--- src/rtl/npu_isa_pkg.sv ---
`default_nettype none

package npu_isa_pkg;

    // ------------------------------
    // command word layout
    // ------------------------------
    localparam int OP_W       = 4;
    localparam int CMD_ADDR_W = 12;
    localparam int DIM_W      = 6;
    localparam int CMD_W      = OP_W + 3 * CMD_ADDR_W + 2 * DIM_W;

    // field positions, top down: opcode, src1, src2, dest, rows, cols
    localparam int CMD_COLS_LSB = 0;
    localparam int CMD_ROWS_LSB = CMD_COLS_LSB + DIM_W;
    localparam int CMD_DEST_LSB = CMD_ROWS_LSB + DIM_W;
    localparam int CMD_SRC2_LSB = CMD_DEST_LSB + CMD_ADDR_W;
    localparam int CMD_SRC1_LSB = CMD_SRC2_LSB + CMD_ADDR_W;
    localparam int CMD_OP_LSB   = CMD_SRC1_LSB + CMD_ADDR_W;

    typedef logic [CMD_W-1:0] cmd_word_t;

    // matrix row or column count
    typedef logic [DIM_W-1:0] dim_t;

    typedef enum logic [OP_W-1:0] {
        op_nop  = 4'd0,
        op_add  = 4'd1,
        op_pool = 4'd8
    } opcode_t;

endpackage

`default_nettype wire

--- src/rtl/npu_mem_pkg.sv ---
`default_nettype none

package npu_mem_pkg;

    // scratchpad geometry
    localparam int ADDR_W    = 12;
    localparam int DATA_W    = 16;
    localparam int MEM_DEPTH = 1 << ADDR_W;

    typedef logic [ADDR_W-1:0] sp_addr_t;
    // signed for pooling, wraps for addition
    typedef logic [DATA_W-1:0] sp_data_t;

    // ------------------------------
    // arbiter requesters
    // ------------------------------
    localparam int NUM_REQ  = 3;
    localparam int REQ_W    = $clog2(NUM_REQ);
    localparam int REQ_HOST = 0;
    localparam int REQ_ADD  = 1;
    localparam int REQ_POOL = 2;

    typedef logic [REQ_W-1:0] req_id_t;

endpackage

`default_nettype wire

--- src/rtl/maxpool_engine.sv ---
`default_nettype none

module maxpool_engine (
    input  logic                  CLOCK_50,
    input  logic                  reset,
    input  logic                  start,
    input  npu_mem_pkg::sp_addr_t src1_addr,
    input  npu_mem_pkg::sp_addr_t dest_addr,
    input  npu_isa_pkg::dim_t     rows,
    input  npu_isa_pkg::dim_t     cols,
    output logic                  busy,
    output logic                  req,
    output logic                  write,
    output npu_mem_pkg::sp_addr_t addr,
    output npu_mem_pkg::sp_data_t wdata,
    input  logic                  gnt,
    input  logic                  rvalid,
    input  npu_mem_pkg::sp_data_t rdata
);
    import npu_isa_pkg::*;
    import npu_mem_pkg::*;

    typedef enum logic [1:0] {s_idle, s_read, s_wait, s_write} state_t;

    state_t     state;
    sp_addr_t   base_s, base_d;
    dim_t       cols_q, out_rows, out_cols;
    dim_t       win_r, win_c;
    logic [1:0] pix;
    sp_addr_t   out_idx;
    sp_data_t   max_val;
    sp_addr_t   src_row, src_col;
    logic       last_window;

    // pix walks the window row-major: bit 1 is row, bit 0 is column
    assign src_row = sp_addr_t'({win_r, 1'b0}) + sp_addr_t'(pix[1]);
    assign src_col = sp_addr_t'({win_c, 1'b0}) + sp_addr_t'(pix[0]);

    assign last_window = (win_c == out_cols - 1'b1) && (win_r == out_rows - 1'b1);

    assign busy  = (state != s_idle);
    assign req   = (state == s_read) || (state == s_write);
    assign write = (state == s_write);
    assign wdata = max_val;
    assign addr  = (state == s_write) ? base_d + out_idx
                                      : base_s + src_row * sp_addr_t'(cols_q) + src_col;

    // ------------------------------
    // window sequence
    // ------------------------------
    always_ff @(posedge CLOCK_50) begin
        if (reset) begin
            state <= s_idle;
        end else begin
            case (state)
                s_idle:  if (start) state <= s_read;
                s_read:  if (gnt) state <= s_wait;
                s_wait: begin
                    if (rvalid) begin
                        state <= (pix == 2'd3) ? s_write : s_read;
                    end
                end
                s_write: if (gnt) state <= last_window ? s_idle : s_read;
                default: state <= s_idle;
            endcase
        end
    end

    always_ff @(posedge CLOCK_50) begin
        if (state == s_idle && start) begin
            base_s   <= src1_addr;
            base_d   <= dest_addr;
            cols_q   <= cols;
            // odd trailing row or column drops out here
            out_rows <= rows >> 1;
            out_cols <= cols >> 1;
            win_r    <= '0;
            win_c    <= '0;
            pix      <= '0;
            out_idx  <= '0;
        end
        if (state == s_wait && rvalid) begin
            pix <= pix + 1'b1;
            // first pixel seeds the running max
            if (pix == 2'd0 || $signed(rdata) > $signed(max_val)) begin
                max_val <= rdata;
            end
        end
        if (state == s_write && gnt) begin
            out_idx <= out_idx + 1'b1;
            if (win_c == out_cols - 1'b1) begin
                win_c <= '0;
                win_r <= win_r + 1'b1;
            end else begin
                win_c <= win_c + 1'b1;
            end
        end
    end

endmodule

`default_nettype wire

--- config.mk ---
export PLATFORM = sky130hd
export DESIGN_NAME = maxpool_engine
export DESIGN_NICKNAME = d
export VERILOG_FILES = /design/src/rtl/npu_isa_pkg.sv /design/src/rtl/npu_mem_pkg.sv /design/src/rtl/maxpool_engine.sv
export SDC_FILE = /design/constraint.sdc
export NUM_CORES = 1
export LEC_CHECK = 0
export ABC_AREA = 1
export BUFFER_PORTS_ARGS = -buffer_cell sky130_fd_sc_hd__buf_2
export CORE_MARGIN = 2
export CORE_UTILIZATION = 45
export CTS_CLUSTER_SIZE = 12
export DETAILED_ROUTE_END_ITERATION = 16
export PLACE_DENSITY_LB_ADDON = 0.05
export REMOVE_ABC_BUFFERS = 1
export SLEW_MARGIN = 10
export SYNTH_ARGS = -nofsm -noshare
export SYNTH_HDL_FRONTEND = slang
export SYNTH_SLANG_ARGS = --single-unit
--- constraint.sdc ---
create_clock -name CLOCK_50 -period 11.6 [get_ports CLOCK_50]
set_input_delay 2.32 -clock CLOCK_50 [delete_from_list [all_inputs] [get_ports CLOCK_50]]
set_output_delay 2.32 -clock CLOCK_50 [all_outputs]
set_load 0.05 [all_outputs]
==> reports/qor.csv <==
stage;metric;value;unit
clock_network;cts_made_buffers;9;
timing;slew_headroom;0.4798;
worst_setup_path;critPathLaunch;cols_q[3];
timing;setup_viol;0;
synth;synthCells;752;
clock_network;h-tree-depth;3;
finish;areaGrowthSynthToFinish;13.88;%
worst_setup_path;timing.critical_path.to_type;output port;
worst_setup_path;worstSetupEndpoint;addr[11];
synth;ys.flop_type;edfxtp_1;
timing;fin_setup_tns;0;ns
floorplanning;ios;88;
global_routing;grt_max_degree;41;
routing;drt_iter0_drc;225;
timing;finalHoldViolCount;0;
placed_design;finalWeightedCongestion;0.8728;
power_and_ir_drop;fin_total_pwr;0.001350;W
synth;synth.top_cells.by_count;nand2_1 (179), inv_1 (153), edfxtp_1 (71);
global_routing;grt_antenna_before_repair;0;
clock_network;holdBufCountCts;0;
global_routing;grt_overflow;0;
floorplanning;die_x;123.4;microns
worst_setup_path;r2r-start;state[0];
worst_setup_path;worstPathMaxFanout;10;
flow_run;cap_violations;0;
clock_network;clk_pin_slew;0.06;ns
routing;vias_per_cell;4.849;
synth;ys_warn_count;0;
placed_design;dp_hpwl;11040;microns
routing;wirelength;13890;microns
synth;synth-seq-area-share;0.3576;
worst_setup_path;r2r_setup_slack;9.23;ns
synth;synth.most_common_cell;nand2_1;
routing;vias;4956;
clock_network;cts_buffer_depth;2;
synth;synth_top_area_frac;0.3326;
floorplanning;rows;43;
clock_network;clock_latency;0.35;ns
floorplanning;fp.dieH;123.4;microns
worst_setup_path;worstRegToRegCells;6;
timing;max_freq;0.1365;GHz
timing;min_period;7.324;ns
finish;fin_cells;1022;
finish;utilization;0.5259;
run_status;status;completed;
timing;worstMarginPinSlew;0.7783;ns
timing;whs;0.5998;ns
power_and_ir_drop;p_leak;3.671;nW
routing;drc_errors;0;
routing;drt-wirelength-per-cell;13.59;microns
routing;final_antenna_net_count;0;
finish;n_antenna_cell;0;
floorplanning;core_area;13880;sq um
power_and_ir_drop;power.density;184.9;nW/um^2
synth;synth_edf_count;71;
floorplanning;initial_core_util;0.4618;
global_routing;grt_pass1_vias;4973;
synth;syn_area_per_cell;8.524;sq um
global_routing;grt_usage;0.1954;
synth;synthTopCellsByArea;edfxtp_1 (33%), ha_1 (12%), fa_1 (12%);
power_and_ir_drop;ir_drop;0.1166;mV
timing;rsz0062_at_grt;no;
finish;nNetsFinal;991;
finish;layout-drive-gt1-share;0.1473;
worst_setup_path;criticalPathCategory;register to output port;
synth;postSynth.asyncResetShare;0;
worst_hold_path;hold_path_class;register to register;
clock_network;cts_setup_buffers;0;
synth;synth_top_area_cell;edfxtp_1;
placed_design;numPortBuffers;86;
clock_network;clock-sinks;79;
placed_design;dp_cells;1006;
synth;synth-seq-cells;79;
clock_network;cts_tree;done;
floorplanning;dieArea;15220;sq um
timing;fin_skew;0.01467;ns
timing;fin_crit_sh;0.6314;
synth;syn-cell-area;6410;sq um
worst_setup_path;cp.required;9.28;ns
routing;dr.pass1.iters;4;
clock_network;cts_root_buf;clkbuf_16;
worst_setup_path;r2r-end;out_idx[8];
clock_network;cts_resized;0;
worst_setup_path;start_kind;register;
worst_setup_path;worstPathArrival;5.00;ns
global_routing;grt_first_pass_wirelength;22860;microns
timing;slew_viol_final;0;
synth;synth.distinct_cells;38;
-- sequential cells by signal, summed over array words and instances, names as in the netlist --
name / count
wdata: 16
state: 2
out_idx: 12
cols_q: 6
pix: 2
win_r: 6
out_rows: 5
base_s: 12
base_d: 12
win_c: 6
-- logic make-up (layout without fill, tap and decap cells) --
logic type               after synthesis  in the layout  share of synthesized area
AO/OA/AOI/OAI                         78             78                    0.06676
XOR/XNOR                              21             21                    0.02869
adder cells (fa/ha/maj)               97             97                     0.2327
buffers and inverters                174            264                     0.1087
flip-flops                            79             79                     0.3576
AND/OR/NAND/NOR                      303            303                     0.2055
-- power breakdown --
group,total (W),switching (W),internal (W)
registers,0.000410,0.0000437,0.000366
logic,0.000642,0.000454,0.000188
clock network,0.000298,0.000119,0.000179
total,0.00135,0.000617,0.000733
-- final cells by class --
class,instances,area [sq um]
fillers,1315,6581
multi-input cells,499,3428
clock buffers,13,260.3
inverters,160,605.6
clock inverters,3,42.54
well taps,180,225.2
flip-flops and latches,79,2292
repair buffers,88,445.4
-- metal layers --
metal,part of all wire,GRT usage,wire (microns)
met1,0.46,0.2429,6387
met2,0.48,0.3362,6715
met3,0.036,0.03690,496
met4,0.021,0.07315,293
met5,0,0,0
-- per-stage QoR --
step / setup slack (ns) / cell area, sq um
finish: 4.276 / 7300
global route: 3.901 / 7300
CTS: 4.236 / 7300
detailed placement: 4.647 / 6997
global placement: 4.642 / 6997
floorplan: 4.887 / 6319
-- placed cells by master (no fill, tap or decap), types with 3 or more instances in the layout --
| cell | instances |
|---|---|
| nor2_1 | 51 |
| nor3_1 | 6 |
| xor2_1 | 13 |
| nand3_2 | 3 |
| o21bai_1 | 3 |
| edfxtp_1 | 71 |
| a31oi_1 | 3 |
| xnor2_1 | 8 |
| buf_2 | 86 |
| inv_2 | 5 |
| a21o_1 | 3 |
| o21ai_0 | 17 |
| clkbuf_16 | 9 |
| nand2_1 | 179 |
| nand3_1 | 41 |
| nor2_4 | 3 |
| fa_1 | 37 |
| nand4_1 | 7 |
| nand2_2 | 4 |
| dfxtp_1 | 8 |
| ha_1 | 60 |
| inv_1 | 153 |
| o21ai_1 | 7 |
| a21oi_1 | 38 |
| o21a_1 | 3 |
-- worst max-delay path, stage by stage (launching register included) --
cell	delay, ns
edfxtp_1	0.70
nand2_1	0.15
fa_1	0.50
fa_1	0.55
inv_1	0.06
fa_1	0.53
inv_1	0.06
fa_1	0.54
inv_1	0.04
ha_1	0.35
nand2_1	0.11
o21ai_1	0.18
nand2_1	0.07
nand3_1	0.15
inv_1	0.06
nand2_1	0.06
nand3_1	0.12
nand2_1	0.16
buf_2	0.28
-- worst min path at each step --
stage	to	slack, ns	from	cells past startpoint
2_1_floorplan	state[1]	0.52	state[1]	2
3_3_place_gp	state[1]	0.54	state[1]	2
3_5_place_dp	state[1]	0.59	state[1]	2
4_1_cts	state[1]	0.60	state[1]	2
5_1_grt	state[1]	0.63	state[1]	2
6_report	state[1]	0.60	state[1]	2
No activity file was read; power rests on OpenSTA's default activity.
