### src/rtl/npu_mem_pkg.sv
`default_nettype none

package npu_mem_pkg;

    // scratchpad geometry
    localparam int ADDR_W    = 12;
    localparam int DATA_W    = 16;
    localparam int MEM_DEPTH = 1 << ADDR_W;

    typedef logic [ADDR_W-1:0] sp_addr_t;
    // signed for pooling, wraps for addition
    typedef logic [DATA_W-1:0] sp_data_t;

    // ------------------------------
    // arbiter requesters
    // ------------------------------
    localparam int NUM_REQ  = 3;
    localparam int REQ_W    = $clog2(NUM_REQ);
    localparam int REQ_HOST = 0;
    localparam int REQ_ADD  = 1;
    localparam int REQ_POOL = 2;

    typedef logic [REQ_W-1:0] req_id_t;

endpackage

`default_nettype wire

### src/rtl/scratchpad_arbiter.sv
`default_nettype none

module scratchpad_arbiter (
    input  logic                            CLOCK_50,
    input  logic                            reset,
    input  logic [npu_mem_pkg::NUM_REQ-1:0] req,
    input  logic [npu_mem_pkg::NUM_REQ-1:0] write,
    input  npu_mem_pkg::sp_addr_t           addr  [npu_mem_pkg::NUM_REQ],
    input  npu_mem_pkg::sp_data_t           wdata [npu_mem_pkg::NUM_REQ],
    output logic [npu_mem_pkg::NUM_REQ-1:0] gnt,
    output logic [npu_mem_pkg::NUM_REQ-1:0] rvalid,
    output npu_mem_pkg::sp_data_t           rdata,
    output npu_mem_pkg::sp_addr_t           mem_addr,
    output npu_mem_pkg::sp_data_t           mem_wdata,
    output logic                            mem_we,
    input  npu_mem_pkg::sp_data_t           mem_rdata
);
    import npu_mem_pkg::*;

    req_id_t last_win;
    req_id_t winner;
    logic    found;
    logic    rd_pend;
    req_id_t rd_id;

    // ------------------------------
    // round-robin pick
    // ------------------------------
    // search starts one past the last winner
    always_comb begin : pick
        int cand;
        found  = 1'b0;
        winner = last_win;
        for (int i = 1; i <= NUM_REQ; i++) begin
            cand = (int'(last_win) + i) % NUM_REQ;
            if (!found && req[cand]) begin
                found  = 1'b1;
                winner = req_id_t'(cand);
            end
        end
    end

    always_comb begin
        gnt = '0;
        if (found) begin
            gnt[winner] = 1'b1;
        end
    end

    assign mem_addr  = addr[winner];
    assign mem_wdata = wdata[winner];
    assign mem_we    = found && write[winner];

    // read data goes back to whoever read last cycle
    always_comb begin
        rvalid = '0;
        if (rd_pend) begin
            rvalid[rd_id] = 1'b1;
        end
    end

    assign rdata = mem_rdata;

    always_ff @(posedge CLOCK_50) begin
        if (reset) begin
            last_win <= req_id_t'(NUM_REQ - 1);
            rd_pend  <= 1'b0;
        end else begin
            if (found) begin
                last_win <= winner;
            end
            rd_pend <= found && !write[winner];
        end
    end

    always_ff @(posedge CLOCK_50) begin
        rd_id <= winner;
    end

endmodule

`default_nettype wire

### config.mk
export PLATFORM = sky130hd
export DESIGN_NAME = scratchpad_arbiter
export DESIGN_NICKNAME = d
export VERILOG_FILES = /design/src/rtl/npu_mem_pkg.sv /design/src/rtl/scratchpad_arbiter.sv
export SDC_FILE = /design/constraint.sdc
export NUM_CORES = 1
export LEC_CHECK = 0
export BUFFER_PORTS_ARGS = -buffer_cell sky130_fd_sc_hd__buf_2
export CAP_MARGIN = 0
export CORE_MARGIN = 8
export CORE_UTILIZATION = 30
export DETAILED_ROUTE_END_ITERATION = 16
export PLACE_DENSITY = 0.78
export SLEW_MARGIN = 5
export SYNTH_ARGS = -nofsm -noshare
export SYNTH_HDL_FRONTEND = slang
export SYNTH_SLANG_ARGS = --single-unit
### constraint.sdc
create_clock -name CLOCK_50 -period 2.6 [get_ports CLOCK_50]
set_clock_uncertainty 0.1 [all_clocks]
set_input_delay 0.52 -clock CLOCK_50 [delete_from_list [all_inputs] [get_ports CLOCK_50]]
set_output_delay 0.52 -clock CLOCK_50 [all_outputs]
set_load 0.02 [all_outputs]
==> flow_results.xml <==
<?xml version="1.0" encoding="UTF-8"?>
<metrics>
  <group name="status">
    <metric name="outcome" unit="">complete, but fails checks</metric>
    <metric name="violations_in_the_final_reports" unit="">negative setup slack</metric>
  </group>
  <group name="drt">
    <metric name="remaining_drc_errors" unit="">0</metric>
    <metric name="dr_total_vias" unit="">1922</metric>
    <metric name="drt-initial-drc-count" unit="">32</metric>
    <metric name="route.detailed.wl_per_inst" unit="um">18.88</metric>
    <metric name="route.antenna.remaining_nets" unit="">0</metric>
    <metric name="route.final.wire_length" unit="mm">6.910</metric>
    <metric name="drt_pre_antenna_iters" unit="">4</metric>
    <metric name="routed_via_density" unit="">5.251</metric>
  </group>
  <group name="setup_path">
    <metric name="crit_path_max_incr_delay" unit="ns">0.35</metric>
    <metric name="timing.critical_path.required" unit="ns">1.98</metric>
    <metric name="crit_chain" unit="">inv_4 -&gt; ha_4 -&gt; buf_6 -&gt; mux2i_4 -&gt; buf_6 -&gt; o311ai_4 -&gt; a32o_2 -&gt; buf_12 -&gt; buf_12 -&gt; o22ai_2 -&gt; buf_6</metric>
    <metric name="start_kind" unit="">flip-flop</metric>
    <metric name="cell_with_the_biggest_individual_delay_on_the_critical_path" unit="">sky130_fd_sc_hd__dfxtp_4</metric>
    <metric name="critPathCaptureType" unit="">output port</metric>
    <metric name="worstPathArrival" unit="ns">2.58</metric>
    <metric name="critical_path_class" unit="">reg -&gt; out</metric>
    <metric name="critical-path-top-cell-by-count" unit="">sky130_fd_sc_hd__buf_6</metric>
    <metric name="crit_fanout" unit="">8</metric>
  </group>
  <group name="clocking">
    <metric name="cts.root.buffer_cell" unit="">sky130_fd_sc_hd__clkbuf_8</metric>
    <metric name="worst_setup_hold_path_clk_slew" unit="ns">0.03</metric>
    <metric name="ctsLongestPathBuffers" unit="">2</metric>
    <metric name="clock_net_sink_count" unit="">5</metric>
    <metric name="number_of_clock_buffers_inserted_by_tritoncts" unit="">3</metric>
    <metric name="h-tree-depth" unit="">1</metric>
    <metric name="cts_tree" unit="">done</metric>
    <metric name="cts_hold_buffers" unit="">0</metric>
    <metric name="clock_latency" unit="ns">0.23</metric>
  </group>
  <group name="global_routing">
    <metric name="grt_util_all_layers" unit="%">18.49</metric>
    <metric name="grt_pass1_wl" unit="mm">9.735</metric>
    <metric name="first_global_vias" unit="">2156</metric>
    <metric name="number_of_antenna_violations_at_the_first_check_in_global_routing" unit="">0</metric>
    <metric name="gr-total-overflow" unit="">0</metric>
    <metric name="grt_start_max_net_pins" unit="">27</metric>
  </group>
  <group name="placement">
    <metric name="dpl.hpwl" unit="mm">4.886</metric>
    <metric name="gpl.final_weighted_congestion" unit="">0.8508</metric>
    <metric name="port-buffer-count" unit="">126</metric>
  </group>
  <group name="yosys">
    <metric name="synth.area.top_cells" unit="">sky130_fd_sc_hd__mux2i_1 25%, sky130_fd_sc_hd__o22ai_1 14%, sky130_fd_sc_hd__buf_4 11%, sky130_fd_sc_hd__nand2_1 8.8%, sky130_fd_sc_hd__dfxtp_1 7.8%</metric>
    <metric name="yosys_register_bits" unit="">5</metric>
    <metric name="yosys.cell_types.count" unit="">35</metric>
    <metric name="syn_avg_cell_area" unit="um^2">7.596</metric>
    <metric name="synth_top_area_share" unit="%">24.95</metric>
    <metric name="netlist.top_cell.by_area" unit="">sky130_fd_sc_hd__mux2i_1</metric>
    <metric name="syn_inst" unit="">169</metric>
    <metric name="synthesis.area" unit="mm^2">0.001284</metric>
    <metric name="ys.warnings.count" unit="">0</metric>
    <metric name="syn-num-nets" unit="">281</metric>
    <metric name="synth_sequential_area_ratio" unit="%">7.797</metric>
  </group>
  <group name="timing">
    <metric name="fin_crit" unit="ns">3.195</metric>
    <metric name="slew_headroom" unit="%">77.37</metric>
    <metric name="finalMaxSlewViolations" unit="">0</metric>
    <metric name="post-route-worst-setup-slack" unit="ns">-0.5954</metric>
    <metric name="final.hold.worst_slack" unit="ns">0.3793</metric>
    <metric name="timing.final.setup_violations" unit="">31</metric>
    <metric name="max_freq" unit="MHz">312.9</metric>
    <metric name="final.period_utilization" unit="%">122.9</metric>
    <metric name="rsz_0062_raised_after_global_routing" unit="">true</metric>
    <metric name="hold_viol_final" unit="">0</metric>
    <metric name="worst-slew-pin-transition" unit="ns">0.3323</metric>
  </group>
  <group name="floorplan">
    <metric name="initial_core_utilization" unit="%">31.64</metric>
    <metric name="chipHeight" unit="um">81.42</metric>
    <metric name="count_of_standard_cell_rows" unit="">23</metric>
    <metric name="dieArea" unit="mm^2">0.006628</metric>
    <metric name="fp.dieW" unit="um">81.42</metric>
    <metric name="placeableCoreArea" unit="mm^2">0.004058</metric>
    <metric name="pin_count" unit="">159</metric>
  </group>
  <group name="layout">
    <metric name="nFillCells" unit="">230</metric>
    <metric name="final_net_count" unit="">429</metric>
    <metric name="storage_cell_area" unit="um^2">107.6</metric>
    <metric name="final_layout_size_suffix_gt1_share" unit="%">81.96</metric>
    <metric name="insertedDiodeCount" unit="">0</metric>
    <metric name="top_library_cells_by_usage_in_the_layout_fill_and_taps_aside" unit="">97 x sky130_fd_sc_hd__buf_2, 32 x sky130_fd_sc_hd__buf_6, 30 x sky130_fd_sc_hd__buf_4, 29 x sky130_fd_sc_hd__nand2_1, 21 x sky130_fd_sc_hd__mux2i_4</metric>
    <metric name="area_added_between_synthesis_and_finish" unit="%">155.3</metric>
    <metric name="most_common_library_cell_in_the_layout_ignoring_fill_and_taps" unit="">sky130_fd_sc_hd__buf_2</metric>
    <metric name="multiInputGateArea" unit="mm^2">0.001692</metric>
  </group>
  <group name="job">
    <metric name="max_cap_viol_count" unit="">0</metric>
  </group>
  <group name="worst_hold_path">
    <metric name="worst_hold_path_type" unit="">in -&gt; reg</metric>
  </group>
</metrics>
-- registers in the layout, summed over array words and instances, names as in the netlist --
| register | flops |
|---|---|
| last_win | 2 |
| rd_id | 2 |
| rd_pend | 1 |
-- cells in the mapped netlist --
cell type and number:
sky130_fd_sc_hd__o211ai_1 1, sky130_fd_sc_hd__mux2i_4 1, sky130_fd_sc_hd__o31ai_2 1, sky130_fd_sc_hd__or2_2 1, sky130_fd_sc_hd__o21ai_1 2, sky130_fd_sc_hd__inv_2 1, sky130_fd_sc_hd__o21ai_0 1, sky130_fd_sc_hd__inv_1 2
sky130_fd_sc_hd__o22ai_1 28, sky130_fd_sc_hd__nor2_1 3, sky130_fd_sc_hd__nor2_2 1, sky130_fd_sc_hd__o21a_1 1, sky130_fd_sc_hd__or3b_1 1, sky130_fd_sc_hd__or3_1 1, sky130_fd_sc_hd__dfxtp_1 5, sky130_fd_sc_hd__nand3b_1 3
sky130_fd_sc_hd__buf_2 8, sky130_fd_sc_hd__a32oi_4 1, sky130_fd_sc_hd__buf_6 3, sky130_fd_sc_hd__nor3_1 2, sky130_fd_sc_hd__nor3b_1 3, sky130_fd_sc_hd__a32o_1 1, sky130_fd_sc_hd__mux2i_1 32, sky130_fd_sc_hd__o311ai_0 1
sky130_fd_sc_hd__and4_1 1, sky130_fd_sc_hd__nor2b_1 3, sky130_fd_sc_hd__o21ai_2 1, sky130_fd_sc_hd__nand2b_1 1, sky130_fd_sc_hd__o311ai_2 1, sky130_fd_sc_hd__nand3_1 2, sky130_fd_sc_hd__a31oi_1 1, sky130_fd_sc_hd__ha_1 4
sky130_fd_sc_hd__and3b_1 2, sky130_fd_sc_hd__nand2_1 30, sky130_fd_sc_hd__buf_4 19
-- critical path: cells and delay by family (launching register included) --
family / cells / cell delay (ns)
adder cells (fa/ha/maj): 1 / 0.28
flip-flops: 1 / 0.35
AO/OA/AOI/OAI: 3 / 0.59
buffers and inverters: 6 / 0.77
multiplexers: 1 / 0.35
-- through the flow --
stage	instances	cell area (um^2)	setup TNS, ns	setup WS, ns	util, %
final	366	3277	-16.57	-0.5954	80.76
after detailed placement	347	2644	-9.854	-0.3618	65.16
after floorplan	169	1839	-3.360	-0.1309	-
after CTS	363	3039	-15.34	-0.5258	74.90
after global routing	366	3277	-19.45	-0.6684	80.76
after global placement	347	2644	-8.765	-0.3195	65.16
-- path summary, 6_finish.rpt --
path,from,endpoint,slack (ns),cells past startpoint
worst min-delay path,reset,last_win[0],0.38,2
worst min register to register,last_win[1],last_win[1],0.79,3
worst max register to register,last_win[0],rd_pend,0.22,10
worst max-delay path,last_win[0],mem_wdata[6],-0.60,11
-- routing by layer --
layer,wire length [um],global-route usage [%],vias to the layer above
li1,-,-,912
met1,2239,17.05,887
met2,3812,37.39,95
met3,498,4.258,28
met4,359,7.679,0
met5,0,0,-
-- timing repair --
action	CTS	global route
cloned	2	1
buffers inserted	10	5
pin swaps	7	11
endpoints found under the setup margin	31	31
gates resized for setup	63	53
-- cell type report --
class | instances | area share (%)
clock buffer | 4 | 1.375
inverter | 3 | 0.5727
multi-input combinational | 131 | 51.62
sequential | 5 | 3.284
tap | 50 | 1.909
timing repair buffer | 173 | 41.24
-- cells by family after synthesis --
kind of cell    after synthesis  share of synthesized area [%]
simple gates                 54                          20.86
compound gates               40                          23.00
buf+inv                      33                          17.74
mux                          33                          26.71
flops                         5                          7.798
fa+ha+maj                     4                          3.899
Power is left out: the tool's default activity adds up to more than one toggle a clock period on the data nets, which glitch-free logic cannot reach.
