$ cat src/rtl/npu_isa_pkg.sv
`default_nettype none

package npu_isa_pkg;

    // ------------------------------
    // command word layout
    // ------------------------------
    localparam int OP_W       = 4;
    localparam int CMD_ADDR_W = 12;
    localparam int DIM_W      = 6;
    localparam int CMD_W      = OP_W + 3 * CMD_ADDR_W + 2 * DIM_W;

    // field positions, top down: opcode, src1, src2, dest, rows, cols
    localparam int CMD_COLS_LSB = 0;
    localparam int CMD_ROWS_LSB = CMD_COLS_LSB + DIM_W;
    localparam int CMD_DEST_LSB = CMD_ROWS_LSB + DIM_W;
    localparam int CMD_SRC2_LSB = CMD_DEST_LSB + CMD_ADDR_W;
    localparam int CMD_SRC1_LSB = CMD_SRC2_LSB + CMD_ADDR_W;
    localparam int CMD_OP_LSB   = CMD_SRC1_LSB + CMD_ADDR_W;

    typedef logic [CMD_W-1:0] cmd_word_t;

    // matrix row or column count
    typedef logic [DIM_W-1:0] dim_t;

    typedef enum logic [OP_W-1:0] {
        op_nop  = 4'd0,
        op_add  = 4'd1,
        op_pool = 4'd8
    } opcode_t;

endpackage

`default_nettype wire

$ cat src/rtl/npu_mem_pkg.sv
`default_nettype none

package npu_mem_pkg;

    // scratchpad geometry
    localparam int ADDR_W    = 12;
    localparam int DATA_W    = 16;
    localparam int MEM_DEPTH = 1 << ADDR_W;

    typedef logic [ADDR_W-1:0] sp_addr_t;
    // signed for pooling, wraps for addition
    typedef logic [DATA_W-1:0] sp_data_t;

    // ------------------------------
    // arbiter requesters
    // ------------------------------
    localparam int NUM_REQ  = 3;
    localparam int REQ_W    = $clog2(NUM_REQ);
    localparam int REQ_HOST = 0;
    localparam int REQ_ADD  = 1;
    localparam int REQ_POOL = 2;

    typedef logic [REQ_W-1:0] req_id_t;

endpackage

`default_nettype wire

$ cat src/rtl/matrix_add_engine.sv
`default_nettype none

module matrix_add_engine (
    input  logic                  CLOCK_50,
    input  logic                  reset,
    input  logic                  start,
    input  npu_mem_pkg::sp_addr_t src1_addr,
    input  npu_mem_pkg::sp_addr_t src2_addr,
    input  npu_mem_pkg::sp_addr_t dest_addr,
    input  npu_isa_pkg::dim_t     rows,
    input  npu_isa_pkg::dim_t     cols,
    output logic                  busy,
    output logic                  req,
    output logic                  write,
    output npu_mem_pkg::sp_addr_t addr,
    output npu_mem_pkg::sp_data_t wdata,
    input  logic                  gnt,
    input  logic                  rvalid,
    input  npu_mem_pkg::sp_data_t rdata
);
    import npu_mem_pkg::*;

    typedef enum logic [2:0] {
        s_idle, s_read_a, s_wait_a, s_read_b, s_wait_b, s_write
    } state_t;

    state_t   state;
    sp_addr_t base_a, base_b, base_d;
    sp_addr_t elem, total;
    sp_data_t a_val, sum;

    assign busy  = (state != s_idle);
    assign req   = (state == s_read_a) || (state == s_read_b) || (state == s_write);
    assign write = (state == s_write);
    assign wdata = sum;

    // all three matrices share the element index
    always_comb begin
        case (state)
            s_read_a: addr = base_a + elem;
            s_read_b: addr = base_b + elem;
            default:  addr = base_d + elem;
        endcase
    end

    // ------------------------------
    // per element sequence
    // ------------------------------
    always_ff @(posedge CLOCK_50) begin
        if (reset) begin
            state <= s_idle;
        end else begin
            case (state)
                s_idle:   if (start) state <= s_read_a;
                s_read_a: if (gnt) state <= s_wait_a;
                s_wait_a: if (rvalid) state <= s_read_b;
                s_read_b: if (gnt) state <= s_wait_b;
                s_wait_b: if (rvalid) state <= s_write;
                s_write: begin
                    if (gnt) begin
                        state <= (elem == total - 1'b1) ? s_idle : s_read_a;
                    end
                end
                default:  state <= s_idle;
            endcase
        end
    end

    always_ff @(posedge CLOCK_50) begin
        if (state == s_idle && start) begin
            base_a <= src1_addr;
            base_b <= src2_addr;
            base_d <= dest_addr;
            total  <= sp_addr_t'(rows) * sp_addr_t'(cols);
            elem   <= '0;
        end
        if (state == s_wait_a && rvalid) begin
            a_val <= rdata;
        end
        // wraps at 16 bits
        if (state == s_wait_b && rvalid) begin
            sum <= a_val + rdata;
        end
        if (state == s_write && gnt) begin
            elem <= elem + 1'b1;
        end
    end

endmodule

`default_nettype wire

$ cat config.mk
export PLATFORM = sky130hd
export DESIGN_NAME = matrix_add_engine
export DESIGN_NICKNAME = d
export VERILOG_FILES = /design/src/rtl/npu_isa_pkg.sv /design/src/rtl/npu_mem_pkg.sv /design/src/rtl/matrix_add_engine.sv
export SDC_FILE = /design/constraint.sdc
export NUM_CORES = 1
export LEC_CHECK = 0
export BUFFER_PORTS_ARGS = -buffer_cell sky130_fd_sc_hd__buf_4
export CAP_MARGIN = 25
export CORE_MARGIN = 4
export CORE_UTILIZATION = 35
export DETAILED_ROUTE_END_ITERATION = 12
export GPL_ROUTABILITY_DRIVEN = 0
export GPL_TIMING_DRIVEN = 0
export HOLD_SLACK_MARGIN = 0.06
export PLACE_DENSITY = 0.64
export SLEW_MARGIN = 20
export SYNTH_ARGS = -nofsm -noshare
export SYNTH_HDL_FRONTEND = slang
export SYNTH_SLANG_ARGS = --single-unit
$ cat constraint.sdc
create_clock -name CLOCK_50 -period 5.2 [get_ports CLOCK_50]
set_input_delay 0.26 -clock CLOCK_50 [delete_from_list [all_inputs] [get_ports CLOCK_50]]
set_output_delay 0.26 -clock CLOCK_50 [all_outputs]
set_load 0.1 [all_outputs]
==> metrics.txt, run 1 <==
Hold Crit Start=src1_addr[3]; Clock transition at path regs=approximately 0.070 ns; Data arrival, critical path=about 4.3 ns; H-tree Lvls=3; Syn Std Cell Area=roughly 6000 um2; Cell Count, Final, Fillers Out=between 800 and 900; worst r2r src=state[1]; final antenna-violating net count=0; Post-synth EDFFs=slightly above 90; FF+latch count, synth=95; R2R Setup Slk=2.30 ns; Resized Gates After CTS=0; ANT cells=0; global-route wire length before repair=between 20000 and 25000 um; DRT iter0 DRCs=195; GR Overflow Total=0; HP Class=in -> reg; slew margin rel.=between 40% and 50%; final net count=792; CP Class=reg -> out; Post-Syn Area per Cell=between 10 and 15 um2; top cells by count, synth=edfxtp_1, ha_1, inv_1, nand2_1, nor2_1; net count after synthesis=~680; number of buffers created by CTS=9; most frequent CP cell=clkbuf_1; post-synth top area share=45.68%; max-slew violations=0; io pins=100; part of the Yosys area used for sequential elements=between 40% and 50%; Tot GR Track Use=between 10 and 15%; FFs w/ async S/R, synth=0%; CTS tree=yes; Power, Total=about 4.3 mW; filler instances=1599; Top FF cell, synth=edfxtp_1; wire per inst=14.33 um; root buffer cell=clkbuf_16; area grow syn2layout=22.80%; drt first pass iters=5; f_max=0.2211 GHz; hold endpoint=base_a[3]; Sink Count=95; Synth area leaders=edfxtp_1, ha_1, fa_1, xnor2_1, xor2_1; most frequent cell after synthesis=edfxtp_1; DP Cell Count=864; CP endpoint kind=output port; crit-path max FO=10; Worst Skew=roughly 0.0056 ns; Startpoint Class=register; critical path's largest stage delay=~0.73 ns; Routed WL=12610 um; max-cap viol count=0; vias per cell=about 5; slowest cell on the critical path=clkbuf_1; Slew @ Worst Pin=0.8914 ns; via count=4398; Cell Area, Placed=a little over 7000 um2; Post-Syn Instances=~540; top cell type by total area after synthesis=edfxtp_1; dpl hpwl=between 10000 and 15000 um; leakage=~3.0 nW; FP Rows=47; die width=around 140 um; Remaining DRCs=0; Fin Setup TNS=0 ns; share of layout cells above drive strength 1=19.09%; FF-to-FF End=a_val[15]; final hold violations=0; cell breakdown of the critical path=clkbuf_1 -> clkbuf_1 -> mux2i_1 -> o21ai_0 -> ha_1 -> or2_2 -> a21boi_0 -> a41oi_1 -> o21bai_1 -> a21oi_1 -> xnor2_1 -> buf_4; vias in the first global route=between 4000 and 5000; maximum VDD drop=641.7 uV; port buffer count=99; WP data required=4.94 ns; RSZ-0062 raised after global routing=no; Design Area, Final=around 7400 um2; Layout Utilization=about 44%; P per Cell Area=approximately 580 nW/um2; Hold Crit Depth=1; Ys Warns=0; R2R cell count=5; final worst-path cycle share=between 80 and 90%; status=complete, no violations; final setup violating endpoints=0; worst skew pair latency=0.35 ns; clk buf depth=2; total core area=16760 um2; Unique masters post-synth=51; height of the chip=139.5 um; Starting Density=36.09%; largest net degree at the start of global routing=26; min Tclk post-route=between 4 and 5 ns; die area=19450 um2; initial antenna violation count=0
## flip-flops by register name, indices dropped and copies added (netlist names)
name and flops:
state 3, total 12, base_b 12, wdata 16, base_a 12, base_d 12
elem 12, a_val 16
## metrics by stage
step                hold slack (ns)  worst slack, ns
global placement             0.4386           0.9468
detailed placement           0.4395           0.9919
finish                      0.07924           0.6762
CTS                         0.06732           0.5965
global route                0.06079           0.3031
floorplan                    0.3324           0.9363
## logic make-up (layout without fill, tap and decap cells)
family,count (synthesis),after routing,share of synthesized area [%]
mux,15,15,2.503
simple gates,167,167,14.09
buf+inv,51,170,3.165
xor+xnor,53,53,7.675
flops,95,95,46.67
compound gates,93,93,9.681
fa+ha+maj,67,67,16.22
## power by group
part / internal (mW) / switching, mW
Combinational: 0.700 / 1.84
Clock: 0.366 / 0.278
Sequential: 1.01 / 0.0814
Total: 2.08 / 2.20
## worst max path at each step
stage | start | endpoint | cells past startpoint
2_1_floorplan | state[1] | addr[11] | 11
3_3_place_gp | state[1] | base_b[10] | 3
3_5_place_dp | state[1] | addr[11] | 12
4_1_cts | state[1] | addr[11] | 12
5_1_grt | state[1] | addr[11] | 12
6_report | state[1] | addr[11] | 12
## layout make-up
type	instances	area [um2]	share of cell area, %
tap	220	275.3	3.706
clock inverter	5	50.05	0.6739
timing repair buffer	104	807.0	10.87
sequential	95	2823	38.01
multi-input combinational	395	3052	41.09
buffer	9	33.78	0.4549
clock buffer	10	229.0	3.083
inverter	42	157.7	2.123
## critical path: cells and delay by family, from the launching register on
| family | cells | cell delay (ns) |
|---|---|---|
| AO/OA/AOI/OAI | 5 | 1.11 |
| XOR/XNOR | 1 | 0.16 |
| adder cells (fa/ha/maj) | 1 | 0.32 |
| buffers and inverters | 3 | 1.51 |
| flip-flops | 1 | 0.33 |
| multiplexers | 1 | 0.16 |
| AND/OR/NAND/NOR | 1 | 0.31 |
## routing by layer
metal	part of all wire, %	global-route usage [%]	wire length (um)
met5	0	0	0
met4	1.7	4.480	219
met3	6.5	4.117	817
met2	48	22.24	6040
met1	44	16.64	5534
## placed cells by master (no fill, tap or decap), types with 2 or more instances in the layout
cell type,instances
clkinv_1,2
fa_1,19
or3_1,5
inv_1,42
nor2_1,36
and2_1,26
a31oi_1,4
a21oi_1,23
or4_4,2
buf_4,101
nand2_1,40
mux2i_1,14
nor2b_1,5
nand3_1,12
a211o_1,2
nor3b_1,2
o21bai_1,2
nand2b_1,4
dfxtp_1,3
nor4_1,3
or4_1,3
nor3_1,11
clkbuf_1,10
clkbuf_16,9
a21o_1,10
nand4_1,5
xor2_1,22
o21ai_0,27
ha_1,48
a211oi_1,3
o41ai_1,2
and3_1,3
edfxtp_1,92
o211ai_1,6
a21boi_0,2
xnor2_1,31
o21a_1,2
## repair_timing
| action | CTS | global route |
|---|---|---|
| hold endpoints to repair | 0 | 1 |
| hold buffers | 0 | 1 |
| buffers inserted | 0 | 0 |
Power figures use the tool's default switching activity.
==> run 2, diff against run 1 <==
Settings changed: CORE_UTILIZATION 35 to 57, PLACE_DENSITY 0.64 to 0.91.
==> metrics.txt, run 2 (synthesis results as in run 1) <==
status=complete, no violations; final setup violating endpoints=0; worst skew pair latency=around 0.37 ns; worst r2r src=state[1]; ANT cells=0; Layout Utilization=between 70% and 80%; hold endpoint=base_b[4]; slowest cell on the critical path=clkbuf_1; R2R cell count=6; postcts setup bufs=0; P per Cell Area=561.4 nW/um2; Buf/Inv on CP=4; number of buffers created by CTS=9; GR Overflow Total=0; via count=4931; min Tclk post-route=between 4 and 5 ns; final antenna-violating net count=0; Hold Crit Start=src2_addr[4]; die area=about 12000 um2; FP Rows=37; max-cap viol count=0; Resized Gates After CTS=0; max-slew violations=0; DRT iter0 DRCs=around 380; vias in the first global route=a little over 5000; wire per inst=19.16 um; Worst Skew=about 0.012 ns; io pins=100; total core area=~10000 um2; cell breakdown of the critical path=clkbuf_1 -> nand2b_1 -> clkbuf_1 -> nand2_1 -> o21ai_0 -> ha_1 -> inv_1 -> fa_1 -> nor2b_1 -> o21ai_0 -> a21o_1 -> a21oi_1 -> nor4b_1 -> a211o_1 -> buf_4; drt first pass iters=5; CP top delay family=compound AO/OA/AOI/OAI gates; final hold violations=0; leakage=3.126 nW; area grow syn2layout=25.28%; die width=~110 um; maximum VDD drop=between 1000 and 1500 uV; final worst-path cycle share=between 80% and 90%; Power, Total=between 4 and 5 mW; Slew @ Worst Pin=just over 0.8 ns; WP data required=roughly 5 ns; RSZ-0062 raised after global routing=no; final net count=828; Remaining DRCs=0; CP endpoint kind=output port; Design Area, Final=7577 um2; height of the chip=between 100 and 150 um; fin worst setup slack=between 0.6 and 0.7 ns; DP Worst Slack=approximately 1.2 ns; most frequent cells in the layout=buf_4, edfxtp_1, ha_1, inv_1, nand2_1; CP Class=reg -> out; CTS tree=yes; dpl hpwl=approximately 11000 um; root buffer cell=clkbuf_8; area of the multi-input gates=around 3000 um2; vias per cell=5.934; port buffer count=99; HP Class=in -> reg; Tot GR Track Use=between 20 and 25%; Clock transition at path regs=0.09 ns; filler instances=between 500 and 600; R2R Setup Slk=2.54 ns; Starting Density=between 50% and 60%; slew margin rel.=about 45%; FF-to-FF End=a_val[5]; largest net degree at the start of global routing=32; crit-path max FO=10; initial antenna violation count=0; clk buf depth=2; Data arrival, critical path=4.34 ns; FF+latch area=around 2800 um2; Fin Setup TNS=0 ns; H-tree Lvls=3; Hold Crit Depth=1; Sink Count=95; Startpoint Class=register; global-route wire length before repair=24610 um; critical path's largest stage delay=0.43 ns; Cell Area, Placed=about 7000 um2; share of layout cells above drive strength 1=a little under a fifth; commonest non-fill, non-tap cell in the layout=buf_4; Routed WL=15920 um; f_max=approximately 0.22 GHz
-- run 2: changes by cell type in the layout (fill, tap and decap cells not counted), moves of 2 or more --
cell,previous run,this run
dlygate4sd3_1,1,36
clkbuf_8,0,9
clkbuf_16,9,0
clkinv_1,2,0
-- run 2: layout make-up --
| type | instances | share of cell area [%] |
|---|---|---|
| multi-input combinational | 395 | 40.27 |
| sequential | 95 | 37.25 |
| timing repair buffer | 140 | 15.27 |
| tap | 136 | 2.246 |
| inverter | 42 | 2.081 |
| clock buffer | 9 | 1.635 |
| clock inverter | 5 | 0.7926 |
| buffer | 9 | 0.4458 |
-- run 2: power breakdown --
| group | switching (mW) | leakage [nW] | internal (mW) |
|---|---|---|---|
| Clock | 0.262 | 0.0915 | 0.219 |
| Sequential | 0.0960 | 0.874 | 1.01 |
| Combinational | 1.94 | 2.16 | 0.724 |
-- run 2: worst max path at each step --
stage	startpoint	to	slack [ns]	cells past startpoint
after global placement	state[1]	base_a[9]	1.13	3
after global routing	state[2]	addr[10]	0.36	15
after CTS	state[1]	addr[11]	0.80	12
final	state[2]	addr[10]	0.60	15
after detailed placement	state[1]	addr[11]	1.21	12
after floorplan	state[1]	addr[11]	0.94	11
-- run 2: metrics by stage --
stage / std cells / hold WS [ns]
after floorplan: 541 / 0.3324
after global placement: 776 / 0.4381
after detailed placement: 781 / 0.4394
after CTS: 817 / 0.06055
after global routing: 831 / 0.05471
final: 831 / 0.06663
-- run 2: layer usage --
metal	global-route usage, %	up-vias	part of all wire [%]
met1	26.92	2319	35
met5	0	-	0
met4	9.246	0	5.7
met3	7.151	77	7.8
met2	45.59	289	51
li1	-	2246	-
-- run 2: repair_timing --
action,4_1_cts,5_1_grt
hold buffers,22,14
endpoints found under the hold margin,22,14
endpoints found under the setup margin,0,0
