### config.mk
export PLATFORM = sky130hd
export DESIGN_NAME = npu_dispatch
export DESIGN_NICKNAME = d
export VERILOG_FILES = /design/src/rtl/npu_isa_pkg.sv /design/src/rtl/npu_mem_pkg.sv /design/src/rtl/npu_dispatch.sv
export SDC_FILE = /design/constraint.sdc
export NUM_CORES = 1
export LEC_CHECK = 0
export BUFFER_PORTS_ARGS = -buffer_cell sky130_fd_sc_hd__buf_2
export CORE_ASPECT_RATIO = 1.75
export CORE_UTILIZATION = 46
export DETAILED_ROUTE_END_ITERATION = 8
export PLACE_DENSITY = 0.85
export SYNTH_ARGS = -nofsm -noshare
export SYNTH_HDL_FRONTEND = slang
export SYNTH_SLANG_ARGS = --single-unit
### constraint.sdc
create_clock -name CLOCK_50 -period 6.6 [get_ports CLOCK_50]
set_input_delay 1.32 -clock CLOCK_50 [delete_from_list [all_inputs] [get_ports CLOCK_50]]
set_output_delay 1.32 -clock CLOCK_50 [all_outputs]
set_load 0.01 [all_outputs]
### src/rtl/npu_isa_pkg.sv
`default_nettype none

package npu_isa_pkg;

    // ------------------------------
    // command word layout
    // ------------------------------
    localparam int OP_W       = 4;
    localparam int CMD_ADDR_W = 12;
    localparam int DIM_W      = 6;
    localparam int CMD_W      = OP_W + 3 * CMD_ADDR_W + 2 * DIM_W;

    // field positions, top down: opcode, src1, src2, dest, rows, cols
    localparam int CMD_COLS_LSB = 0;
    localparam int CMD_ROWS_LSB = CMD_COLS_LSB + DIM_W;
    localparam int CMD_DEST_LSB = CMD_ROWS_LSB + DIM_W;
    localparam int CMD_SRC2_LSB = CMD_DEST_LSB + CMD_ADDR_W;
    localparam int CMD_SRC1_LSB = CMD_SRC2_LSB + CMD_ADDR_W;
    localparam int CMD_OP_LSB   = CMD_SRC1_LSB + CMD_ADDR_W;

    typedef logic [CMD_W-1:0] cmd_word_t;

    // matrix row or column count
    typedef logic [DIM_W-1:0] dim_t;

    typedef enum logic [OP_W-1:0] {
        op_nop  = 4'd0,
        op_add  = 4'd1,
        op_pool = 4'd8
    } opcode_t;

endpackage

`default_nettype wire

### src/rtl/npu_mem_pkg.sv
`default_nettype none

package npu_mem_pkg;

    // scratchpad geometry
    localparam int ADDR_W    = 12;
    localparam int DATA_W    = 16;
    localparam int MEM_DEPTH = 1 << ADDR_W;

    typedef logic [ADDR_W-1:0] sp_addr_t;
    // signed for pooling, wraps for addition
    typedef logic [DATA_W-1:0] sp_data_t;

    // ------------------------------
    // arbiter requesters
    // ------------------------------
    localparam int NUM_REQ  = 3;
    localparam int REQ_W    = $clog2(NUM_REQ);
    localparam int REQ_HOST = 0;
    localparam int REQ_ADD  = 1;
    localparam int REQ_POOL = 2;

    typedef logic [REQ_W-1:0] req_id_t;

endpackage

`default_nettype wire

### src/rtl/npu_dispatch.sv
`default_nettype none

module npu_dispatch (
    input  logic                   CLOCK_50,
    input  logic                   reset,
    input  logic                   cmd_valid,
    input  npu_isa_pkg::cmd_word_t cmd_word,
    output logic                   cmd_ready,
    output logic                   add_start,
    output logic                   pool_start,
    output npu_mem_pkg::sp_addr_t  src1_addr,
    output npu_mem_pkg::sp_addr_t  src2_addr,
    output npu_mem_pkg::sp_addr_t  dest_addr,
    output npu_isa_pkg::dim_t      rows,
    output npu_isa_pkg::dim_t      cols,
    input  logic                   add_busy,
    input  logic                   pool_busy,
    output logic                   done_valid,
    output npu_isa_pkg::opcode_t   done_op
);
    import npu_isa_pkg::*;

    logic    cmd_full;
    opcode_t cmd_op;
    logic    issue_add, issue_pool, drop_cmd;
    logic    add_busy_q, pool_busy_q;
    logic    add_fall, pool_fall;
    logic    add_pend, pool_pend;

    assign cmd_ready  = !cmd_full;
    assign issue_add  = cmd_full && (cmd_op == op_add) && !add_busy;
    assign issue_pool = cmd_full && (cmd_op == op_pool) && !pool_busy;
    // nop and unknown opcodes leave without a start
    assign drop_cmd   = cmd_full && (cmd_op != op_add) && (cmd_op != op_pool);

    // ------------------------------
    // decode and issue
    // ------------------------------
    always_ff @(posedge CLOCK_50) begin
        if (reset) begin
            cmd_full   <= 1'b0;
            add_start  <= 1'b0;
            pool_start <= 1'b0;
        end else begin
            if (cmd_valid && cmd_ready) begin
                cmd_full <= 1'b1;
            end else if (issue_add || issue_pool || drop_cmd) begin
                cmd_full <= 1'b0;
            end
            add_start  <= issue_add;
            pool_start <= issue_pool;
        end
    end

    // operands stay put while the started engine samples them
    always_ff @(posedge CLOCK_50) begin
        if (cmd_valid && cmd_ready) begin
            cmd_op    <= opcode_t'(cmd_word[CMD_OP_LSB +: OP_W]);
            src1_addr <= cmd_word[CMD_SRC1_LSB +: CMD_ADDR_W];
            src2_addr <= cmd_word[CMD_SRC2_LSB +: CMD_ADDR_W];
            dest_addr <= cmd_word[CMD_DEST_LSB +: CMD_ADDR_W];
            rows      <= cmd_word[CMD_ROWS_LSB +: DIM_W];
            cols      <= cmd_word[CMD_COLS_LSB +: DIM_W];
        end
    end

    // ------------------------------
    // completion
    // ------------------------------
    assign add_fall  = add_busy_q && !add_busy;
    assign pool_fall = pool_busy_q && !pool_busy;

    // add owns the report slot, pool waits one cycle behind it
    always_ff @(posedge CLOCK_50) begin
        if (reset) begin
            add_busy_q  <= 1'b0;
            pool_busy_q <= 1'b0;
            add_pend    <= 1'b0;
            pool_pend   <= 1'b0;
            done_valid  <= 1'b0;
            done_op     <= op_nop;
        end else begin
            add_busy_q  <= add_busy;
            pool_busy_q <= pool_busy;
            add_pend    <= add_fall;
            pool_pend   <= pool_fall || (pool_pend && add_pend);
            done_valid  <= add_pend || pool_pend;
            if (add_pend) begin
                done_op <= op_add;
            end else if (pool_pend) begin
                done_op <= op_pool;
            end
        end
    end

endmodule

`default_nettype wire

==> results.cfg, run 1 <==
[status]
status = completed

[power_and_ir_drop]
sequentialPowerShare = 0.594
cellLeakagePower_nw = 1.16
irDropWorstVdd_mv = 0.223
power_density_nw_per_um2 = 285
p_sw_frac = 0.209
pwr-share-clk = 0.331
p_int_w = 0.000607
power_frac_comb = 0.075
net-switching-power_w = 0.000160

[sta]
setup_viol = 0
slew_headroom = 0.540
hold_viol = 0
rsz0062_at_grt = false
max_freq_mhz = 410
clock_skew_ps = 5.49
fin_crit_ps = 2440
finalSetupTns_ps = 0
whs_ps = 448
report.final.slew_viol_count = 0
tightest_slew_ps = 688
finalCritPeriodShare = 0.369

[place]
io_buffer_count = 110
place_inst = 246
place_congestion = 0.744
dpl.hpwl_um = 2770
placed_cell_area_um2 = 2540

[synth]
ys_async_sr_fraction = 0
ys_seq_elements = 62
synth_area_leader_cell = edfxtp_1
ys_seq_area_frac = 0.908
synth-edff-count = 52
yosysUniqueCellTypes = 17
synth_top_area_share = 0.805
syn_area_um2 = 1940
synth_cells = 89
netlist_top_cells_count = edfxtp_1, dfxtp_1, nor2_1
synth_flop_cell = edfxtp_1
synth.most_common_cell = edfxtp_1
yosysWarnings = 0
syn_area_per_cell_um2 = 21.8
synth_area_leaders = edfxtp_1, dfxtp_1, nor4b_2, nor2b_1, a21oi_1

[hold_path]
min_path_type = register to register
holdPathStages = 2
hp-start = pool_busy_q

[clock_network]
clk_pin_slew_ps = 60
cts-root-buf = clkbuf_8
cts.sinks = 62
post_cts_buffers = 0
cts_tree = done
cts_htree_levels = 3
ctsResizeCount = 0
clk_latency_ps = 330
clockBufferDepth = 2
cts_buffers = 9
hold_buffers = 0

[critical_path]
setup.worst_path.start = cmd_valid
path_class = primary input to register
rr_startpoint = cmd_full
setup.worst_path.start_class = primary input
worstPathArrival_ps = 2430
r2r_slack_ps = 4910
crit_path_end_kind = register
rr_worst_depth = 2
crit_fanout = 27
critical_path_required_ps = 6590
setup.worst_path.end = cols[3]
worstReg2RegEnd = cols[3]

[grt]
grt_max_degree = 28
grt_overflow = 0
grtUsageTotal = 0.174
grt_pass1_wl_um = 5110
grt_antenna_before_repair = 0
grt_pass1_vias = 1121

[route]
finalWirelength_um = 3700
vias_per_cell = 4.43
post-route-drc-count = 0
via_count = 1157
drt_iter0_drc = 31
wl_per_cell_um = 14.2
firstDrtPassIters = 4
ant_nets = 0

[floorplan]
io_pins = 113
num_rows = 30
die_y_um = 87.9
core_um2 = 3940
dieArea_um2 = 4490
initial_core_util = 0.492
die_w_um = 51.1

[cells_and_area]
drive_gt1_frac = 0.587
area_delta_synth_final_pct = 38.7
final_nets = 266
antennaDiodeCount = 0
postLayoutCoreUtil = 0.683
fin_area_um2 = 2690
instances_no_fill = 261

[flow_run]
maxCapViolCount = 0
metrics by stage:
step / setup slack, ps / power, W
floorplan: 2480 / 0.000487
global placement: 3830 / 0.000520
detailed placement: 3800 / 0.000523
CTS: 4150 / 0.000777
global route: 4060 / 0.000801
finish: 4160 / 0.000767
final cells by class:
cell class              instances  area [um2]
multi-input cells              22         153
clock inverters                 3        12.5
clock buffers                  12         135
well taps                      48        60.1
repair buffers                111         558
flip-flops and latches         62        1760
inverters                       3        11.3
fillers                       316        1250
sequential cells by signal, summed over array words and instances, names as in the netlist:
signal       count
add_pend         1
cmd_op           4
pool_pend        1
rows             6
done_valid       1
pool_busy_q      1
done_op          2
src1_addr       12
pool_start       1
cols             6
src2_addr       12
cmd_full         1
add_busy_q       1
dest_addr       12
add_start        1
routing by layer:
layer / track usage / vias to the layer above / routed length, um
li1: - / 567 / -
met1: 0.147 / 536 / 1110
met3: 0.0660 / 10 / 180
met4: 0.121 / 0 / 91
met2: 0.317 / 44 / 2310
met5: 0 / - / 0
cell usage in the layout, fill, tap and decap left out, types with 2 or more instances in the layout:
| cell type | netlist | final |
|---|---|---|
| buf_2 | 0 | 110 |
| nand3b_1 | 2 | 2 |
| a21oi_1 | 3 | 3 |
| nor4b_2 | 2 | 2 |
| nor2_1 | 4 | 4 |
| nor2b_1 | 3 | 2 |
| inv_1 | 3 | 3 |
| clkbuf_8 | 0 | 9 |
| clkinv_1 | 0 | 2 |
| conb_1 | 1 | 2 |
| clkbuf_1 | 0 | 3 |
| dfxtp_1 | 10 | 10 |
| edfxtp_1 | 52 | 52 |
critical path, stage by stage:
cell,delay (ps)
buf_2,70
nor2b_4,580
buf_4,450
how the worst min path moves through the flow:
| stage | slack [ps] | to |
|---|---|---|
| final | 450 | pool_pend |
| after global routing | 490 | pool_pend |
| after CTS | 450 | pool_pend |
| after detailed placement | 450 | pool_pend |
| after global placement | 440 | pool_pend |
| after floorplan | 430 | pool_pend |
power by group through the flow:
stage	Clock, W	Combinational (W)	Sequential, W
after floorplan	0	0.0000121	0.000475
after global placement	0	0.0000566	0.000463
after detailed placement	0	0.0000585	0.000464
after CTS	0.000262	0.0000586	0.000456
after global routing	0.000281	0.0000625	0.000457
final	0.000254	0.0000577	0.000456
logic make-up after synthesis:
group,share of synthesized area
flip-flops,0.908
other,0.00193
buffers and inverters,0.0193
AND/OR/NAND/NOR,0.0593
AO/OA/AOI/OAI,0.0116
(Power assumes the default switching activity.)
==> inputs of run 2 (changes only) <==
Settings changed: CORE_UTILIZATION 46 to 38, PLACE_DENSITY 0.85 to 0.75.
Clock period 6.6 ns to 2.1 ns, I/O delays scaled along.
==> run 2 against run 1 <==
  * Worst hold slack got worse by 190 ps
  * Final cell count rose by 2.7%
  * Cell area rose by 3.2%
  * Via count rose by 2.8%
  * Critical path depth fell by 1
  * Setup slack got worse by 3400 ps
  * Core utilization fell by 12 points
  * Count of clock-buffer cells in the layout fell by 3
  * Largest power group unchanged
==> results.cfg, run 2 (synthesized netlist as in run 1, its figures left out) <==
[status]
status = completed

[critical_path]
r2r_slack_ps = 790
critical_path_required_ps = 1680
crit_fanout = 3
crit_path_end_kind = primary output
rr_worst_depth = 2
setup.worst_path.start_class = register
worstPathArrival_ps = 910
rr_startpoint = cmd_op[2]
worstReg2RegEnd = add_start
path_class = register to primary output

[floorplan]
die_y_um = 96.5
die_w_um = 56.0
initial_core_util = 0.393
num_rows = 34
core_um2 = 4930
io_pins = 113
dieArea_um2 = 5410

[sta]
clock_skew_ps = 4.48
max_freq_mhz = 753
report.final.slew_viol_count = 0
finalCritPeriodShare = 0.632
fin_crit_ps = 1330
setup_viol = 0
finalSetupTns_ps = 0
hold_viol = 0
rsz0062_at_grt = false

[clock_network]
cts_htree_levels = 3
cts.sinks = 62
cts_tree = done
cts_buffers = 9
clk_pin_slew_ps = 70
cts-root-buf = clkbuf_8
clockBufferDepth = 2
post_cts_buffers = 0
hold_buffers = 0
ctsResizeCount = 0
clk_latency_ps = 330

[place]
io_buffer_count = 110
dpl.hpwl_um = 2520
place_congestion = 0.652
place_inst = 252

[power_and_ir_drop]
power_density_nw_per_um2 = 974
finalPower_w = 0.00270
irDropWorstVdd_mv = 0.824
cellLeakagePower_nw = 1.19

[route]
ant_nets = 0
drt_iter0_drc = 21
finalWirelength_um = 3520
firstDrtPassIters = 4
wl_per_cell_um = 13.1
via_count = 1189
vias_per_cell = 4.44
post-route-drc-count = 0

[hold_path]
min_to = cols[0]
min_path_type = primary input to register
holdPathStages = 1
hp-start = cmd_word[0]

[flow_run]
maxCapViolCount = 0

[cells_and_area]
drive_gt1_frac = 0.607
instances_no_fill = 268
most-common-layout-cells = buf_2, edfxtp_1, dfxtp_1
top_regs = dest_addr x12, src1_addr x12, src2_addr x12
antennaDiodeCount = 0
n_fill_cell = 416
final_nets = 266
mostFrequentLayoutCell = buf_2
area_delta_synth_final_pct = 43.1

[grt]
grt_pass1_vias = 1074
grt_max_degree = 54
grt_pass1_wl_um = 4860
grtUsageTotal = 0.131
grt_overflow = 0
grt_antenna_before_repair = 0
[run 2: per-layer routing]
metal,track usage,part of all wire,vias to the layer above
met5,0,0,-
met4,0.116,0.028,0
met3,0.0466,0.066,9
met2,0.212,0.55,60
met1,0.131,0.35,551
li1,-,-,569
[run 2: worst max-delay path by stage]
stage          cells past startpoint  slack (ps)         to       from
2_1_floorplan                      1         450  cmd_op[0]  cmd_valid
3_3_place_gp                       3         690  add_start      reset
3_5_place_dp                       3         610  add_start      reset
4_1_cts                            2         750  cmd_ready   cmd_full
5_1_grt                            2         720  cmd_ready   cmd_full
6_report                           2         770  cmd_ready   cmd_full
[run 2: through the flow]
| stage | utilization | worst slack [ps] | cell area (um2) | hold WS (ps) |
|---|---|---|---|---|
| after global routing | 0.563 | 717 | 2780 | 232 |
| after global placement | 0.520 | 692 | 2560 | 450 |
| final | 0.563 | 773 | 2780 | 259 |
| after floorplan | - | 446 | 1950 | 428 |
| after CTS | 0.563 | 749 | 2780 | 242 |
| after detailed placement | 0.520 | 610 | 2560 | 453 |
[run 2: report_power, final]
| group | switching, W | internal (W) |
|---|---|---|
| Clock | 0.000430 | 0.000658 |
| Combinational | 0.0000987 | 0.0000862 |
| Sequential | 0.0000175 | 0.00141 |
| Total | 0.000546 | 0.00216 |
[run 2: cell type report]
class                   instances  area [um2]  area share
well taps                      54        67.6      0.0243
clock inverters                 7        88.8      0.0320
clock buffers                   9         124      0.0446
repair buffers                111         571       0.205
inverters                       3        11.3     0.00406
flip-flops and latches         62        1760       0.635
multi-input cells              22         153      0.0550
[run 2: worst max-delay path: stages (launching register included)]
cell and delay, ps:
dfxtp_1 400, inv_1 50, buf_2 130
==> inputs of run 3 (changes only) <==
Clock period 2.1 ns to 1.15 ns, I/O delays scaled along.
==> run 3 against run 2 <==
  * The run now ends with setup timing left
  * Non-clock buffer count up 2
  * Cell area up 0.99%
  * Wire length up 4.2%
  * Via count up 0.42%
  * Total power up 82%
  * Count of clock-buffer cells in the layout up 1
  * Setup slack worse by 870 ps
  * Sequential power up 83%
  * First-iteration DRC count up 4.8%
  * Die area unchanged
==> results.cfg, run 3 (synthesized netlist as in run 1, its figures left out) <==
[cells_and_area]
drive_gt1_frac = 0.614
area_delta_synth_final_pct = 44.5
top_regs = dest_addr x12, src1_addr x12, src2_addr x12
seqCellArea_um2 = 1760
multi_input_area_um2 = 161
most-common-layout-cells = buf_2, edfxtp_1, dfxtp_1, clkbuf_8, nor2_1
n_fill_cell = 417
final_nets = 268
mostFrequentLayoutCell = buf_2
fin_area_um2 = 2800
antennaDiodeCount = 0

[power_and_ir_drop]
finalPower_w = 0.00493
cellLeakagePower_nw = 1.22
power_density_nw_per_um2 = 1760
irDropWorstVdd_mv = 1.35

[place]
dpl.hpwl_um = 2600
placed_cell_area_um2 = 2590
io_buffer_count = 110
place_congestion = 0.691

[sta]
max_freq_mhz = 800
clock_skew_ps = 4.84
rsz0062_at_grt = true
hold_viol = 0
fin_ws_ps = -99.8
report.final.slew_viol_count = 0
whs_ps = 69.5
finalCritPeriodShare = 1.09
fin_crit_ps = 1250
setup_viol = 3

[critical_path]
worstReg2RegEnd = add_start
setup.worst_path.start_class = register
r2r_slack_ps = -100
worstPathArrival_ps = 1490
critical_path_required_ps = 1390
cp_top_family = simple AND/OR/NAND/NOR gates
rr_startpoint = cmd_op[2]
cp_num_buf_inv = 0
rr_worst_depth = 2
cp_slowest_cell = or4b_4
path_cells = or4b_4, nor4b_4
slowest_delay_ps = 560
path_class = register to register
crit_path_end_kind = register
crit_fanout = 3

[route]
wl_per_cell_um = 13.6
firstDrtPassIters = 4
via_count = 1194
ant_nets = 0
vias_per_cell = 4.44
drt_iter0_drc = 22
finalWirelength_um = 3670
post-route-drc-count = 0

[grt]
grt_max_degree = 34
grt_pass1_vias = 1162
grt_pass1_wl_um = 4900
grt_overflow = 0
grt_antenna_before_repair = 0
grtUsageTotal = 0.132

[clock_network]
cts.sinks = 62
clk_latency_ps = 330
cts-root-buf = clkbuf_8
clk_pin_slew_ps = 70
cts_htree_levels = 3
clockBufferDepth = 2
post_cts_buffers = 0
cts_tree = done
cts_buffers = 9

[status]
status = complete, but fails checks
violations = setup timing

[floorplan]
num_rows = 34
die_w_um = 56.0
core_um2 = 4930
die_y_um = 96.5
initial_core_util = 0.393
io_pins = 113
dieArea_um2 = 5410

[hold_path]
hp-start = cmd_word[25]
holdPathStages = 1
min_path_type = primary input to register
min_to = src2_addr[1]

[flow_run]
maxCapViolCount = 0
-- run 3: cell types whose count changed in the layout (fill, tap and decap cells not counted) --
| cell | before | now |
|---|---|---|
| buf_4 | 0 | 1 |
| clkinv_2 | 2 | 3 |
| dfxtp_2 | 0 | 1 |
| clkinv_1 | 1 | 0 |
| nor4b_4 | 0 | 1 |
| clkinvlp_4 | 2 | 0 |
| clkbuf_1 | 0 | 1 |
| dfxtp_1 | 10 | 9 |
| nor4b_2 | 2 | 1 |
| buf_12 | 1 | 2 |
-- run 3: what timing repair did --
action,CTS,global route
resized for setup,1,0
hold endpoints to repair,0,0
pin swaps,1,0
hold buffers,0,0
setup endpoints to repair,3,3
-- run 3: power breakdown --
| part | internal (W) | leakage (nW) | switching [W] |
|---|---|---|---|
| logic | 0.000170 | 0.529 | 0.000183 |
| registers | 0.00258 | 0.582 | 0.0000340 |
| clock network | 0.00120 | 0.106 | 0.000765 |
-- run 3: area by class of cell --
class | count | share of cell area
flip-flops and latches | 62 | 0.629
inverters | 3 | 0.00402
multi-input cells | 22 | 0.0576
repair buffers | 113 | 0.213
clock inverters | 5 | 0.0268
clock buffers | 10 | 0.0455
well taps | 54 | 0.0241
-- run 3: how the worst max path moves through the flow --
stage | from | to | cells after the start
floorplan | cmd_full | cmd_op[0] | 1
finish | cmd_op[2] | add_start | 2
detailed placement | cmd_op[1] | add_start | 2
global placement | cmd_op[1] | cmd_full | 3
CTS | cmd_op[2] | add_start | 2
global route | cmd_op[2] | cmd_full | 3
-- run 3: stage by stage --
step           utilization  setup slack [ps]  instances  TNS (ps)
6_report             0.568             -99.8        269      -263
5_1_grt              0.568              -139        269      -398
4_1_cts              0.568              -106        269      -304
3_5_place_dp         0.525              -115        254      -271
3_3_place_gp         0.525             -43.2        254      -119
2_1_floorplan            -              -379         90    -20000
-- run 3: per-layer routing --
| metal | vias to the layer above | part of all wire | GRT usage |
|---|---|---|---|
| li1 | 571 | - | - |
| met1 | 551 | 0.31 | 0.103 |
| met2 | 59 | 0.58 | 0.230 |
| met3 | 13 | 0.068 | 0.0546 |
| met4 | 0 | 0.036 | 0.138 |
| met5 | - | 0 | 0 |
